[src/hw/lcd_pkg.sv]
//----------------------------------------------------------------------------
// LCD shared definitions
// Register map, 8080 panel commands, setup table and the colour word
//----------------------------------------------------------------------------

package lcd_pkg;

    // RGB565 view of a pixel word
    typedef struct packed {
        logic [4:0] red;
        logic [5:0] green;
        logic [4:0] blue;
    } lcd_rgb_t;

    // One bus word, raw or as colour fields
    typedef union packed {
        logic [15:0] raw;
        lcd_rgb_t    rgb;
    } lcd_word_u;

    // APB byte offsets
    localparam logic [7:0] REG_CTRL   = 8'h00;
    localparam logic [7:0] REG_STATUS = 8'h04;
    localparam logic [7:0] REG_ID     = 8'h08;
    localparam logic [7:0] REG_COLOR  = 8'h0C;
    localparam logic [7:0] REG_RECT   = 8'h10;

    // Panel commands
    localparam logic [15:0] CMD_COL_ADDR  = 16'h002A;
    localparam logic [15:0] CMD_ROW_ADDR  = 16'h002B;
    localparam logic [15:0] CMD_MEM_WRITE = 16'h002C;
    localparam logic [15:0] CMD_READ_ID   = 16'h00D3;

    // Setup list, entry 0 goes out first
    localparam int INIT_CMD_NUM = 4;
    localparam logic [INIT_CMD_NUM-1:0][15:0] INIT_CMDS =
        {16'h0029, 16'h003A, 16'h0036, 16'h0011};    // Display on .. sleep out
    localparam logic [INIT_CMD_NUM-1:0] INIT_PARAM_HAS = 4'b0110;
    localparam logic [INIT_CMD_NUM-1:0][15:0] INIT_PARAMS =
        {16'h0000, 16'h0055, 16'h0000, 16'h0000};    // 16 bpp, default MADCTL

endpackage

[src/hw/lcd_init_seq.sv]
//----------------------------------------------------------------------------
// LCD init sequencer
// Panel reset pulse, ID read back, then the setup command list
//----------------------------------------------------------------------------

`timescale 1ns/1ns

module lcd_init_seq import lcd_pkg::*; #(
    parameter int RST_CYCLES = 8
) (
    input  logic        clk,
    input  logic        rst_n,
    input  logic [15:0] data_in_init,
    output logic        mlcd_cs_n_init,
    output logic        mlcd_wr_n_init,
    output logic        mlcd_rd_n_init,
    output logic        mlcd_rst_n_init,
    output logic        mlcd_rs_init,
    output logic        data_dir_init,      // 1 drives the bus
    output logic [15:0] data_out_init,
    output logic [15:0] panel_id,
    output logic        init_done
);

    typedef enum logic [2:0] {
        S_RST, S_WAIT, S_ID_CMD, S_ID_READ, S_SETUP, S_DONE
    } state_t;

    state_t      state;
    logic [15:0] cnt;
    logic [1:0]  idx;           // Setup table entry
    logic        param_ph;      // Parameter word of current entry

    always_ff @(posedge clk) begin
        if (!rst_n) begin
            state           <= S_RST;
            cnt             <= 16'd0;
            idx             <= 2'd0;
            param_ph        <= 1'b0;
            mlcd_cs_n_init  <= 1'b1;
            mlcd_wr_n_init  <= 1'b1;
            mlcd_rd_n_init  <= 1'b1;
            mlcd_rst_n_init <= 1'b0;        // Panel held in reset
            mlcd_rs_init    <= 1'b0;
            data_dir_init   <= 1'b1;
            data_out_init   <= 16'd0;
            panel_id        <= 16'd0;
            init_done       <= 1'b0;
        end else begin
            case (state)
                S_RST: begin
                    cnt <= cnt + 16'd1;
                    if (cnt == 16'(RST_CYCLES - 1)) begin
                        mlcd_rst_n_init <= 1'b1;
                        cnt   <= 16'd0;
                        state <= S_WAIT;
                    end
                end
                S_WAIT: begin                   // Panel wake-up gap
                    cnt <= cnt + 16'd1;
                    if (cnt == 16'd3) begin
                        mlcd_cs_n_init <= 1'b0;
                        mlcd_wr_n_init <= 1'b0;
                        mlcd_rs_init   <= 1'b0;
                        data_out_init  <= CMD_READ_ID;
                        state          <= S_ID_CMD;
                    end
                end
                S_ID_CMD: begin
                    if (!mlcd_wr_n_init) begin
                        mlcd_wr_n_init <= 1'b1;
                    end else begin
                        data_dir_init  <= 1'b0; // Release bus to panel
                        mlcd_rd_n_init <= 1'b0;
                        mlcd_rs_init   <= 1'b1;
                        cnt            <= 16'd0;
                        state          <= S_ID_READ;
                    end
                end
                S_ID_READ: begin
                    cnt <= cnt + 16'd1;
                    if (cnt == 16'd1) begin     // Last rd_n low cycle
                        panel_id       <= data_in_init;
                        mlcd_rd_n_init <= 1'b1;
                        data_dir_init  <= 1'b1;
                        mlcd_wr_n_init <= 1'b0;
                        mlcd_rs_init   <= 1'b0;
                        data_out_init  <= INIT_CMDS[0];
                        idx            <= 2'd0;
                        param_ph       <= 1'b0;
                        state          <= S_SETUP;
                    end
                end
                S_SETUP: begin
                    if (!mlcd_wr_n_init) begin
                        mlcd_wr_n_init <= 1'b1;
                    end else if (!param_ph && INIT_PARAM_HAS[idx]) begin
                        param_ph       <= 1'b1;
                        mlcd_rs_init   <= 1'b1;
                        data_out_init  <= INIT_PARAMS[idx];
                        mlcd_wr_n_init <= 1'b0;
                    end else if (idx == 2'(INIT_CMD_NUM - 1)) begin
                        mlcd_cs_n_init <= 1'b1;
                        init_done      <= 1'b1; // Sticky until reset
                        state          <= S_DONE;
                    end else begin
                        idx            <= idx + 2'd1;
                        param_ph       <= 1'b0;
                        mlcd_rs_init   <= 1'b0;
                        data_out_init  <= INIT_CMDS[idx + 2'd1];
                        mlcd_wr_n_init <= 1'b0;
                    end
                end
                default: ;                      // S_DONE holds
            endcase
        end
    end

endmodule

[config.mk]
export PLATFORM = sky130hd
export DESIGN_NAME = lcd_init_seq
export DESIGN_NICKNAME = d
export VERILOG_FILES = /design/src/hw/lcd_pkg.sv /design/src/hw/lcd_init_seq.sv
export SDC_FILE = /design/constraint.sdc
export NUM_CORES = 1
export LEC_CHECK = 0
export ABC_AREA = 1
export CAP_MARGIN = 10
export CORE_MARGIN = 10
export CORE_UTILIZATION = 40
export CTS_CLUSTER_SIZE = 30
export DETAILED_ROUTE_END_ITERATION = 10
export DONT_BUFFER_PORTS = 1
export HOLD_SLACK_MARGIN = 0.02
export SYNTH_ARGS = -nofsm -noshare
export SYNTH_HDL_FRONTEND = slang
export SYNTH_SLANG_ARGS = --single-unit
[constraint.sdc]
create_clock -name clk -period 2.1 [get_ports clk]
set_clock_uncertainty 0.1 [all_clocks]
set_input_delay 0.105 -clock clk [delete_from_list [all_inputs] [get_ports clk]]
set_output_delay 0.105 -clock clk [all_outputs]
set_load 0.02 [all_outputs]
=== After elaboration in Yosys (flattened, before gate mapping) ===
Index checks and enable logic that the tools add are counted.

* $add $sub $neg: 2
* Order comparisons: 2
* Equal/unequal tests: 17
* Multiplexer cells: 47
* Bitwise operators: 1
* Reductions and logical operators: 23

{| class="wikitable"
|+ Operators by type and width
! operator !! count
|-
| 16-bit two-way mux || 9
|-
| 16-bit one-hot mux with 3 select lines || 2
|-
| 16-bit binary-select mux with 2-bit select || 2
|-
| 3-bit two-way mux || 7
|-
| 16-bit by 1-bit adder with 16-bit output, second input constant || 1
|-
| 16-bit by 1-bit equality test with 1-bit output, second input constant || 1
|-
| 16-bit by 2-bit equality test with 1-bit output, second input constant || 1
|-
| 16-bit by 3-bit equality test with 1-bit output, second input constant || 1
|-
| 2-bit inequality test, second input constant || 8
|-
| 1-bit two-way mux || 15
|-
| 3-bit one-hot mux with 5 select lines || 1
|-
| 5-bit AND reduction || 3
|-
| 2-bit two-way mux || 4
|-
| 1-bit one-hot mux with 4 select lines || 2
|-
| 4-bit AND reduction || 2
|-
| 8-bit AND reduction || 1
|-
| 3-bit by 2-bit equality test with 1-bit output, second input constant || 2
|-
| 2-bit by 3-bit < comparator with 1-bit output, second input constant || 2
|-
| 1-bit one-hot mux with 2 select lines || 3
|-
| 2-bit AND reduction || 3
|-
| 3-bit AND reduction || 2
|-
| 6-bit AND reduction || 1
|-
| 2-bit nonzero test || 3
|-
| 3-bit nonzero test || 2
|-
| other kinds (14) || 14
|}

* Flip-flop bits (word level): 60
* Bits of input ports: 18
* Output and inout bits: 39
* Word-level logic and storage cells: 104

=== Longest topological paths before layout ===
Gate-level depths: netlist (run 1).

* Depth in word-level cells: 7
* Depth in mapped cells: 12
* Gate-level depth less buffers: 12

=== Least setup slack after synthesis (run 1) ===
Ideal clock, no wire load.

* Path kind: flip-flop to flip-flop
* Start: register idx[0]
* End: register data_out_init[0]
* Setup time: 0.113 ns
* Data arrival time: 1.495 ns
* Data required time: 1.887 ns
* Slack: 0.392 ns
* Cell stages (with the launch flop): 9
* Path buffers: 0
* Period minus slack after synthesis: 1.708 ns
* Path through: dfxtp_1 > inv_1 > ha_1 > nand2_1 > inv_1 > a211oi_1 > a21oi_1 > nor2_1 > nor2_1

* Longest elaborated chain between the ends: 7
* Elaborated cells between the ends (all ways): 15
* Classes of those cells: add/sub: 1; eq/ne: 2; mux: 10; reduce/logical: 2

{| class="wikitable"
|+ RTL lines
! item !! line !! text
|-
| from (decl) || lcd_init_seq.sv:31 || <nowiki>logic [1:0] idx;</nowiki>
|-
| from (signal assigned) || lcd_init_seq.sv:107 || <nowiki>idx <= idx + 2'd1;</nowiki>
|-
| 2-bit by 1-bit adder with 2-bit output || lcd_init_seq.sv:110 || <nowiki>data_out_init <= INIT_CMDS[idx + 2'd1];</nowiki>
|-
| 16-bit binary-select mux with 2-bit select || lcd_init_seq.sv:110 ||
|-
| 16-bit two-way mux (not written as such) || lcd_init_seq.sv:110 ||
|-
| 16-bit two-way mux || lcd_init_seq.sv:102 || <nowiki>end else if (idx == 2'(INIT_CMD_NUM - 1)) begin</nowiki>
|-
| 16-bit two-way mux || lcd_init_seq.sv:97 || <nowiki>end else if (!param_ph && INIT_PARAM_HAS[idx]) begin</nowiki>
|-
| 16-bit two-way mux || lcd_init_seq.sv:95 || <nowiki>if (!mlcd_wr_n_init) begin</nowiki>
|-
| 16-bit one-hot mux with 3 select lines || lcd_init_seq.sv:50 || <nowiki>case (state)</nowiki>
|-
| to (signal assigned) || lcd_init_seq.sv:88 || <nowiki>data_out_init <= INIT_CMDS[0];</nowiki>
|-
| to (signal assigned) || lcd_init_seq.sv:100 || <nowiki>data_out_init <= INIT_PARAMS[idx];</nowiki>
|-
| to (signal assigned) || lcd_init_seq.sv:110 ||
|-
| to (decl) || lcd_init_seq.sv:20 || <nowiki>output logic [15:0] data_out_init,</nowiki>
|}

Several ways; a longest one is shown, not always the timed one. The select of a mux whose other input is x is not followed.
A chain may end at the register's enable or synchronous reset.

=== Worst setup path in the final report (run 1) ===
* Start: register cnt[1]
* End: register mlcd_wr_n_init

* Longest elaborated chain between the ends: 3
* Elaborated cells between the ends (all ways): 5
* Classes of those cells: eq/ne: 4; reduce/logical: 1

{| class="wikitable"
|+ RTL lines
! item !! line !! text
|-
| from (decl) || lcd_init_seq.sv:30 || <nowiki>logic [15:0] cnt;</nowiki>
|-
| from (signal assigned) || lcd_init_seq.sv:52 || <nowiki>cnt <= cnt + 16'd1;</nowiki>
|-
| from (signal assigned) || lcd_init_seq.sv:60 || <nowiki>cnt <= cnt + 16'd1;</nowiki>
|-
| from (signal assigned) || lcd_init_seq.sv:81 || <nowiki>cnt <= cnt + 16'd1;</nowiki>
|-
| 16-bit by 1-bit equality test with 1-bit output or 16-bit by 2-bit equality test with 1-bit output (tied branches) || lcd_init_seq.sv:82, lcd_init_seq.sv:61 ||
|-
| 2-bit inequality test (no line) || - ||
|-
| 3-bit AND reduction (no line) (*) || - ||
|-
| to (signal assigned) || lcd_init_seq.sv:86 || <nowiki>mlcd_wr_n_init <= 1'b0;</nowiki>
|-
| to (signal assigned) || lcd_init_seq.sv:96 || <nowiki>mlcd_wr_n_init <= 1'b1;</nowiki>
|-
| to (signal assigned) || lcd_init_seq.sv:101 || <nowiki>mlcd_wr_n_init <= 1'b0;</nowiki>
|-
| to (decl) || lcd_init_seq.sv:15 || <nowiki>output logic mlcd_wr_n_init,</nowiki>
|}

Every way passes the cells marked *; elsewhere a longest branch is shown, timed or not.

==> results of run 1 <==
==> worst paths after layout <==
| kind | from | endpoint | depth (start not counted) | slack [ns] |
|---|---|---|---|---|
| min reg2reg | param_ph$_SDFFE_PN0P_ | param_ph$_SDFFE_PN0P_ | 2 | 0.38 |
| min | param_ph$_SDFFE_PN0P_ | param_ph$_SDFFE_PN0P_ | 2 | 0.38 |
| max | cnt[1]$_SDFFE_PN0P_ | mlcd_wr_n_init$_SDFFE_PN1P_ | 10 | 0.13 |
| max reg2reg | cnt[1]$_SDFFE_PN0P_ | mlcd_wr_n_init$_SDFFE_PN1P_ | 10 | 0.13 |
==> cell type report <==
cell class / count / area [µm²]
Clock buffer: 5 / 68.8
Inverter: 58 / 229
Tap cell: 96 / 120
Fill cell: 706 / 3700
Clock inverter: 3 / 23.8
Sequential cell: 52 / 1050
Timing Repair Buffer: 21 / 215
Multi-Input combinational cell: 269 / 1510
==> cells in the final DEF (no fill, tap or decap), drive strengths merged, types with 2 or more instances in the layout <==
cell and n:
clkbuf 5, xor2 5, nand2 77, nand3 24, nand4 8, ha 7
dlygate4sd3 18, clkinvlp 2, o21ai 27, clkinv 2, nor3 8, buf 3
nor2 68, inv 57, dfxtp 52, a31oi 2, conb 8, a21oi 27
==> synth_stat cells, drive strengths merged (2+ instances only) <==
cell type / n / share of area, %
clkbuf: 2 / 0.26
a21oi: 27 / 4.7
nand3: 24 / 5.4
inv: 57 / 7.8
o21ai: 27 / 4.7
nor3: 8 / 1.4
ha: 7 / 3.0
nand4: 8 / 2.3
buf: 17 / 4.9
nand2: 77 / 13
nor2: 68 / 12
dfxtp: 52 / 36
a31oi: 2 / 0.43
xor2: 5 / 1.5
==> stage by stage <==
| step | setup TNS, ns | setup WS [ns] | instances | hold slack [ns] |
|---|---|---|---|---|
| after global routing | -0.00319 | -0.00319 | 504 | 0.410 |
| after CTS | 0 | 0.0230 | 504 | 0.386 |
| after detailed placement | 0 | 0.205 | 477 | 0.0827 |
| after floorplan | 0 | 0.392 | 398 | 0.178 |
| after global placement | 0 | 0.280 | 477 | 0.0839 |
| final | 0 | 0.126 | 504 | 0.381 |
==> worst min-delay path, stage by stage (launching register included) <==
cell and delay, ns:
dfxtp_1 0.32, inv_1 0.06, a21oi_1 0.06
==> metal layers <==
| layer | share of wire, % | global-route usage, % | vias to the layer above |
|---|---|---|---|
| li1 | - | - | 1250 |
| met1 | 46 | 13.4 | 1051 |
| met2 | 43 | 17.3 | 59 |
| met3 | 10 | 5.47 | 7 |
| met4 | 1.1 | 3.24 | 0 |
| met5 | 0 | 0 | - |
==> power groups by stage <==
stage / Sequential, W / Clock [W] / Combinational, W
after floorplan: 0.00141 / 0 / 0.00153
after global placement: 0.00149 / 0 / 0.00168
after detailed placement: 0.00149 / 0 / 0.00169
after CTS: 0.00147 / 0.000605 / 0.00175
after global routing: 0.00150 / 0.000643 / 0.00202
final: 0.00147 / 0.000588 / 0.00176
==> flip-flops by register name, indices dropped and copies added, names as in the netlist <==
name             flops
mlcd_cs_n_init       1
init_done            1
data_dir_init        1
cnt                 16
data_out_init        8
mlcd_wr_n_init       1
panel_id            16
state                3
mlcd_rst_n_init      1
param_ph             1
mlcd_rs_init         1
idx                  2
==> kinds of logic after synthesis <==
logic type / share of synthesized area (%)
other: 0.130
xor gates and xnor gates: 1.52
AOI/OAI and AO/OA: 11.6
buffers and inverters: 13.1
and+or+nand+nor: 34.5
adders and majority gates: 3.04
DFF: 36.1
==> timing repair <==
item	4_1_cts	5_1_grt
endpoints found under the hold margin	52	0
setup buffers	0	0
gates resized for setup	0	8
endpoints found under the setup margin	0	3
hold buffers	19	0
==> qor.yml, run 1 <==
die_w_um: 105
clkSinkCount: 52
io_buffer_count: 0
hold_viol: 0
drt_iter0_drc: 118
critical-path-top-delay-family: "simple AND/OR/NAND/NOR gates"
crit_path_start_kind: "flop"
power_frac_clock_pct: 15.4
outcome: "finished, final reports clean"
core_um2: 6910
drc: 0
yosysSeqAreaShare_pct: 36.1
layout-drive-gt1-share_pct: 15.4
grt_max_degree: 37
slowest_delay_ns: 0.54
cp_max_fo: 9
die_y_um: 105
vdd_drop_max_mv: 0.470
gr-total-overflow: 0
cts_buffers: 5
synth.distinct_cells: 39
grtUsageTotal_pct: 11.2
place_area_um2: 2890
worst-endpoint-required_ns: 2.21
switching_power_w: 0.00177
grt_first_pass_wirelength_mm: 10.7
path_class: "flop to flop"
avgRoutedWirePerCell_um: 12.4
pin_count: 57
synth_flop_cell: "dfxtp_1"
powerDensity_nw_per_um2: 1190
antenna_left: 0
swShare_pct: 46.2
cts_buffer_depth: 2
maxCapViolCount: 0
cts_tree: "done"
routed_wl_mm: 6.23
syn_avg_cell_area_um2: 7.37
cts_htree_levels: 2
fin_crit_ns: 1.97
timing.final.crit_share_pct: 94.0
first_pass_iters: 6
yosys_register_bits: 52
vias_per_cell: 4.70
worstPathCellList: "inv_1 -> ha_1 -> nand2_1 -> nor2_4 -> nand2_2 -> nand2_8 -> nand3_1 -> a21oi_1 -> nand2_1 -> dlygate4sd3_1"
power_frac_comb_pct: 46.1
syn-instance-count: 391
internal_power_w: 0.00206
diodes: 0
fin_util_pct: 46.5
drv_slew: 0
rows: 30
synth_edf_count: 0
yosys_warnings: 0
fin_total_pwr_w: 0.00383
fin_area_um2: 3210
syn_area_um2: 2880
dieArea_um2: 11000
worstSkewPairLatency_ns: 0.31
synthArstFlopShare_pct: 0
root_buffer: "clkbuf_8"
cp_common_cell: "nand2_1"
antenna_found_initial: 0
hold_class: "flop to flop"
dp_hpwl_mm: 4.59
fmax_mhz: 507
clkTransAtPathRegs_ns: 0.10
p_leak_nw: 1.35
rsz0062_at_grt: "yes"
place_congestion: 0.854
first_global_vias: 2259
synthToLayoutAreaGrowth_pct: 11.5
initial_core_util_pct: 41.7
layout.nets: 432
critPathCaptureType: "flop"
worst-path-buf-inv: 2
setup_viol: 0
num_vias: 2367
seqPwrFrac_pct: 38.5
worstPathArrival_ns: 2.09
slowest_stage: "dlygate4sd3_1"
Note: power is estimated with default switching activity, not from simulation.
==> run 2, diff against run 1 <==
--- a/config.mk
+++ b/config.mk
@@ -5,8 +5,9 @@
 export SDC_FILE = /design/constraint.sdc
 export NUM_CORES = 1
 export LEC_CHECK = 0
-export ABC_AREA = 1
+export ABC_AREA = 0
 export CAP_MARGIN = 10
+export CORE_ASPECT_RATIO = 0.9
 export CORE_MARGIN = 10
 export CORE_UTILIZATION = 40
 export CTS_CLUSTER_SIZE = 30
==> qor.yml, run 2 <==
fin_crit_ns: 1.96  # -0.0111 ns
outcome: "finished, final reports clean"
root_buffer: "clkbuf_8"
vias_per_cell: 5.42  # +15%
synth_common_cells: "dfxtp_1, a21oi_1, nand3_1, o21ai_0, nand2_1"
pin_count: 57  # unchanged
yosysMostFrequentCell: "dfxtp_1"
worst-endpoint-required_ns: 2.19  # -0.02 ns
cp_max_fo: 14  # +5
critPathCaptureType: "flop"
clkSinkCount: 52  # unchanged
rsz0062_at_grt: "no"
rows: 28  # -6.7%
setup_viol: 0  # unchanged
top_layer: "met4"
setup-tns-final_ns: 0  # unchanged
dp_hpwl_mm: 4.99  # +8.7%
cts_tree: "done"
initial_core_util_pct: 41.7  # about the same
hold_viol: 0  # unchanged
antenna_found_initial: 0  # unchanged
top_regs: "cnt (16), panel_id (16), data_out_init (8)"
powerDensity_nw_per_um2: 543  # -54%
slowest_stage: "dfxtp_1"
dieArea_um2: 10700  # -2.9%
crit_path_start_kind: "flop"
die_y_um: 99.0  # -5.6%
yosys_warnings: 0  # unchanged
synthToLayoutAreaGrowth_pct: 14.2
yosysSeqAreaShare_pct: 37.5  # +1.4 points
pre_cts_ws_ns: 0.150  # -0.0543 ns
place_congestion: 0.853  # -0.13%
wl_met2_mm: 2.90  # +7.8%
maxCapViolCount: 0  # unchanged
final_common_cell: "dfxtp_1"
first_pass_iters: 4  # -2
grt_max_degree: 26  # -30%
syn-instance-count: 332  # -15%
gr-total-overflow: 0  # unchanged
synth_flop_cell: "dfxtp_1"
setup_ws_ns: 0.137  # +0.0111 ns
synth_edf_count: 0  # unchanged
cts_htree_levels: 2  # unchanged
layout_common_cells: "dfxtp_1, a21oi_1, o21ai_0, nand3_1"
slowest_delay_ns: 0.56  # +0.02 ns
ys_top_cells_by_area: "dfxtp_1, a21oi_1, nand3_1"
avgRoutedWirePerCell_um: 15.9  # +29%
syn_avg_cell_area_um2: 8.36  # +13%
wl_met3_um: 720  # +16%
cts_buffer_depth: 2  # unchanged
vdd_drop_max_mv: 0.297  # -37%
antenna_left: 0  # unchanged
synth_top_area_share_pct: 37.5  # +1.4 points
drv_slew: 0  # unchanged
worst_slew_pin_slew_ns: 0.872
path_class: "flop to flop"
layout.nets: 378  # -13%
fmax_mhz: 509  # +0.56%
worstPathArrival_ns: 2.05  # -0.04 ns
cts_buffers: 5  # unchanged
clkTransAtPathRegs_ns: 0.11  # about the same
wl_met1_mm: 3.39  # +19%
first_global_vias: 2266  # +0.31%
routed_wl_mm: 7.07  # +13%
timing.final.crit_share_pct: 93.5  # -0.53 points
layout-drive-gt1-share_pct: 11.9  # -3.6 points
worstPathCellList: "or3b_1 -> or2_2 -> o21a_1 -> mux2i_1"
syn_area_um2: 2780  # -3.6%
grtUsageTotal_pct: 13.1  # +1.9 points
drc: 0  # unchanged
synth.largest_area_cell: "dfxtp_1"
yosys_register_bits: 52  # unchanged
io_buffer_count: 0  # unchanged
hold_class: "input pin to flop"
max_slew_margin_pct: 41.7
core_um2: 6660  # -3.6%
rrSetupSlack_ns: 0.14  # about the same
num_vias: 2406  # +1.6%
grt_first_pass_wirelength_mm: 11.7  # +9.8%
die_w_um: 108  # +2.8%
synthArstFlopShare_pct: 0  # unchanged
diodes: 0  # unchanged
worstSkewPairLatency_ns: 0.31  # about the same
p_leak_nw: 1.14  # -16%
synth.distinct_cells: 54  # +38%
drt_iter0_drc: 204  # +73%
[run 2: changes by cell type after synthesis, moves of 9 or more]
cell and change:
nand3_1 +9, nor2_1 -35, clkbuf_1 +9, inv_1 -45
nand2_2 -9, nand2_1 -39
[run 2: per-stage QoR]
step                area, µm²  hold WS, ns  power, W  util [%]  std cells
floorplan                2800        0.157   0.00110         -        339
global placement         2900       0.0960   0.00110      43.6        419
global route             3170        0.228   0.00179      47.6        444
CTS                      3170        0.207   0.00174      47.6        444
finish                   3170        0.216   0.00172      47.6        444
detailed placement       2900       0.0977   0.00110      43.6        419
[run 2: worst paths after layout]
check | start | to | cells after the start
setup / recovery | state[2]$_SDFFE_PN0P_ | data_out_init[5]$_SDFFE_PN0P_ | 4
hold / removal | rst_n | panel_id[5]$_SDFFE_PN0P_ | 2
setup reg to reg | state[2]$_SDFFE_PN0P_ | data_out_init[5]$_SDFFE_PN0P_ | 4
hold reg to reg | cnt[15]$_SDFFE_PN0P_ | cnt[15]$_SDFFE_PN0P_ | 2
[run 2: logic make-up (layout without fill, tap and decap cells)]
group | after synthesis | after routing | synth area share, %
DFF | 52 | 52 | 37.5
AOI/OAI and AO/OA | 88 | 88 | 19.4
and+or+nand+nor | 131 | 131 | 27.1
xor gates and xnor gates | 8 | 8 | 2.52
other | 1 | 8 | 0.135
buffers and inverters | 38 | 53 | 7.66
adders and majority gates | 7 | 7 | 3.16
muxes | 7 | 7 | 2.52
[run 2: routing by layer]
| layer | GRT usage [%] | up-vias |
|---|---|---|
| met5 | 0 | - |
| li1 | - | 1215 |
| met1 | 18.5 | 1116 |
| met2 | 17.9 | 68 |
| met3 | 5.27 | 7 |
| met4 | 3.08 | 0 |
[run 2: power breakdown]
group | internal, W | switching, W | total, W | leakage, nW
Sequential | 0.000992 | 0.00000646 | 0.000998 | 0.419
Combinational | 0.0000475 | 0.0000654 | 0.000113 | 0.671
Clock | 0.000244 | 0.000366 | 0.000610 | 0.0452
[run 2: area by class of cell]
cell class	instances	area, µm²
Fill cell	637	3490
Multi-Input combinational cell	249	1550
Sequential cell	52	1040
Timing Repair Buffer	39	348
Tap cell	90	113
Clock buffer	5	68.8
Clock inverter	3	25.0
Inverter	6	22.5
[run 2: timing repair]
| action | CTS | global route |
|---|---|---|
| hold buffers | 17 | 0 |
| setup buffers | 0 | 0 |
| setup endpoints to repair | 0 | 2 |
| endpoints found under the hold margin | 34 | 0 |
| gates resized for setup | 0 | 1 |
[run 2: critical path, delay by kind of cell (launching register included)]
| family | cells | cell delay, ns |
|---|---|---|
| simple gates | 2 | 0.75 |
| compound gates | 1 | 0.26 |
| mux | 1 | 0.17 |
| flops | 1 | 0.56 |
==> run 3, diff against run 2 <==
--- a/config.mk
+++ b/config.mk
@@ -6,7 +6,7 @@
 export NUM_CORES = 1
 export LEC_CHECK = 0
 export ABC_AREA = 0
-export CAP_MARGIN = 10
+export CAP_MARGIN = 20
 export CORE_ASPECT_RATIO = 0.9
 export CORE_MARGIN = 10
 export CORE_UTILIZATION = 40
@@ -14,6 +14,7 @@
 export DETAILED_ROUTE_END_ITERATION = 10
 export DONT_BUFFER_PORTS = 1
 export HOLD_SLACK_MARGIN = 0.02
+export SETUP_SLACK_MARGIN = 0.5
 export SYNTH_ARGS = -nofsm -noshare
 export SYNTH_HDL_FRONTEND = slang
 export SYNTH_SLANG_ARGS = --single-unit
==> qor.yml, run 3 (synthesis results as in run 2) <==
crit_path_start_kind: "flop"
avgRoutedWirePerCell_um: 16.5  # +3.9%
fin_total_pwr_w: 0.00173  # +0.79%
worstPathArrival_ns: 1.89  # -0.16 ns
multi_input_area_um2: 1770  # +14%
worstSkewPairLatency_ns: 0.32  # about the same
die_y_um: 99.0  # unchanged
setup_ws_ns: 0.355  # +0.218 ns
p_leak_nw: 1.31  # +15%
maxCapViolCount: 0  # unchanged
hold_viol: 15  # +15
worst_slew_pin_slew_ns: 0.690  # -0.182 ns
path_class: "flop to flop"
min_from: "rst_n"
setup_viol: 0  # unchanged
first_global_vias: 2379  # +5.0%
postCtsHoldBufs: 23  # +6
violations: "hold timing"
diodes: 0  # unchanged
synthToLayoutAreaGrowth_pct: 32.0
layout.nets: 400  # +5.8%
drc: 0  # unchanged
cts_htree_levels: 2  # unchanged
rows: 28  # unchanged
initial_core_util_pct: 41.7  # unchanged
clkSinkCount: 52  # unchanged
power_frac_comb_pct: 6.7  # about the same
hold_class: "input pin to flop"
vias_per_cell: 5.50  # +1.4%
pin_count: 57  # unchanged
setup-tns-final_ns: 0  # unchanged
drt_iter0_drc: 97  # -52%
timing.final.crit_share_pct: 83.1  # -10 points
layout-drive-gt1-share_pct: 29.5  # +18 points
switching_power_w: 0.000453  # +3.6%
max_slew_margin_pct: 54.0  # +12 points
stdcell_count: 466  # +5.0%
fmax_mhz: 573  # +12%
vdd_drop_max_mv: 0.338  # +14%
seq_area_um2: 1080  # +4.0%
dieArea_um2: 10700  # unchanged
root_buffer: "clkbuf_8"
num_vias: 2561  # +6.4%
antenna_found_initial: 0  # unchanged
final_common_cell: "dfxtp_1"
clkTransAtPathRegs_ns: 0.11  # about the same
first_pass_iters: 4  # unchanged
dp_hpwl_mm: 4.85  # -2.7%
r2r-start: "cnt[9]$_SDFFE_PN0P_"
grtUsageTotal_pct: 13.8  # +0.70 points
drv_slew: 0  # unchanged
internal_power_w: 0.00128  # -0.15%
cts_tree: "done"
power_frac_clock_pct: 36.1  # +0.7 points
gr-total-overflow: 0  # unchanged
cts_buffers: 5  # unchanged
grt_first_pass_wirelength_mm: 12.3  # +5.4%
seqPwrFrac_pct: 57.2  # -0.8 points
antenna_left: 0  # unchanged
die_w_um: 108  # unchanged
cts_buffer_depth: 2  # unchanged
cp_max_fo: 7  # -7
place_congestion: 0.825  # -3.2%
powerDensity_nw_per_um2: 473  # -13%
layout_common_cells: "dfxtp_1, nand3_1, a21oi_1, buf_4, dlygate4sd3_1"
worst-endpoint-required_ns: 2.25  # +0.06 ns
critPathCaptureType: "flop"
pre_cts_ws_ns: 0.187  # +0.0371 ns
core_um2: 6660  # unchanged
cp-startpoint: "cnt[9]$_SDFFE_PN0P_"
placed_cells: 412  # -1.7%
rsz0062_at_grt: "yes"
fin_crit_ns: 1.75  # -0.218 ns
top_regs: "cnt (16), panel_id (16), data_out_init (8)"
routed_wl_mm: 7.71  # +9.1%
grt_max_degree: 27  # +3.8%
outcome: "finished, violations left"
fin_util_pct: 55.0  # +7.4 points
fillers: 577  # -9.4%
swShare_pct: 26.1  # +0.70 points
io_buffer_count: 0  # unchanged
whs_ns: -0.234  # -0.450 ns
==> run 3: timing repair <==
item                                    4_1_cts  5_1_grt
setup buffers                                 9       12
endpoints found under the hold margin        34       15
endpoints found under the setup margin       51       52
pin swaps                                     5       10
cloned                                        1        1
gates resized for setup                      41       49
==> run 3: per-layer routing <==
layer | wire (µm) | GRT usage, % | vias up
met5 | 0 | 0 | -
met4 | 47 | 2.46 | 0
met3 | 726 | 6.12 | 5
met2 | 3400 | 20.7 | 71
met1 | 3540 | 18.0 | 1217
li1 | - | - | 1268
==> run 3: final timing paths <==
check	cells past startpoint	to	slack [ns]
hold / removal	1	mlcd_wr_n_init$_SDFFE_PN1P_	-0.23
hold reg to reg	2	idx[0]$_SDFFE_PN0P_	0.43
setup reg to reg	6	state[1]$_SDFFE_PN0P_	0.35
setup / recovery	6	state[1]$_SDFFE_PN0P_	0.35
==> run 3: layout make-up <==
| type | count | area share, % |
|---|---|---|
| flip-flops and latches | 52 | 29.5 |
| multi-input cells | 249 | 48.2 |
| clock inverters | 3 | 0.751 |
| inverters | 6 | 0.615 |
| clock buffers | 5 | 1.88 |
| well taps | 90 | 3.07 |
| repair buffers | 61 | 15.9 |
==> run 3: per-stage QoR <==
stage               hold WS (ns)  cell area [µm²]
floorplan                  0.157             2890
global placement          0.0948             2910
detailed placement        0.0988             2910
CTS                       -0.239             3440
global route              -0.247             3660
finish                    -0.234             3660
==> run 3: power groups by stage <==
stage / combinational (W) / sequential, W / clock [W]
after global routing: 0.000127 / 0.000993 / 0.000675
after CTS: 0.000107 / 0.000994 / 0.000642
after global placement: 0.0000757 / 0.00102 / 0
final: 0.000117 / 0.000992 / 0.000626
after detailed placement: 0.0000760 / 0.00102 / 0
after floorplan: 0.0000793 / 0.00102 / 0
==> run 3: critical path, cell delays in order (launching register included) <==
cell and delay [ns]:
dfxtp_4 0.37, nor4_4 0.25, buf_4 0.19, o21ai_4 0.10, buf_4 0.16, or3_1 0.36
a21boi_1 0.15
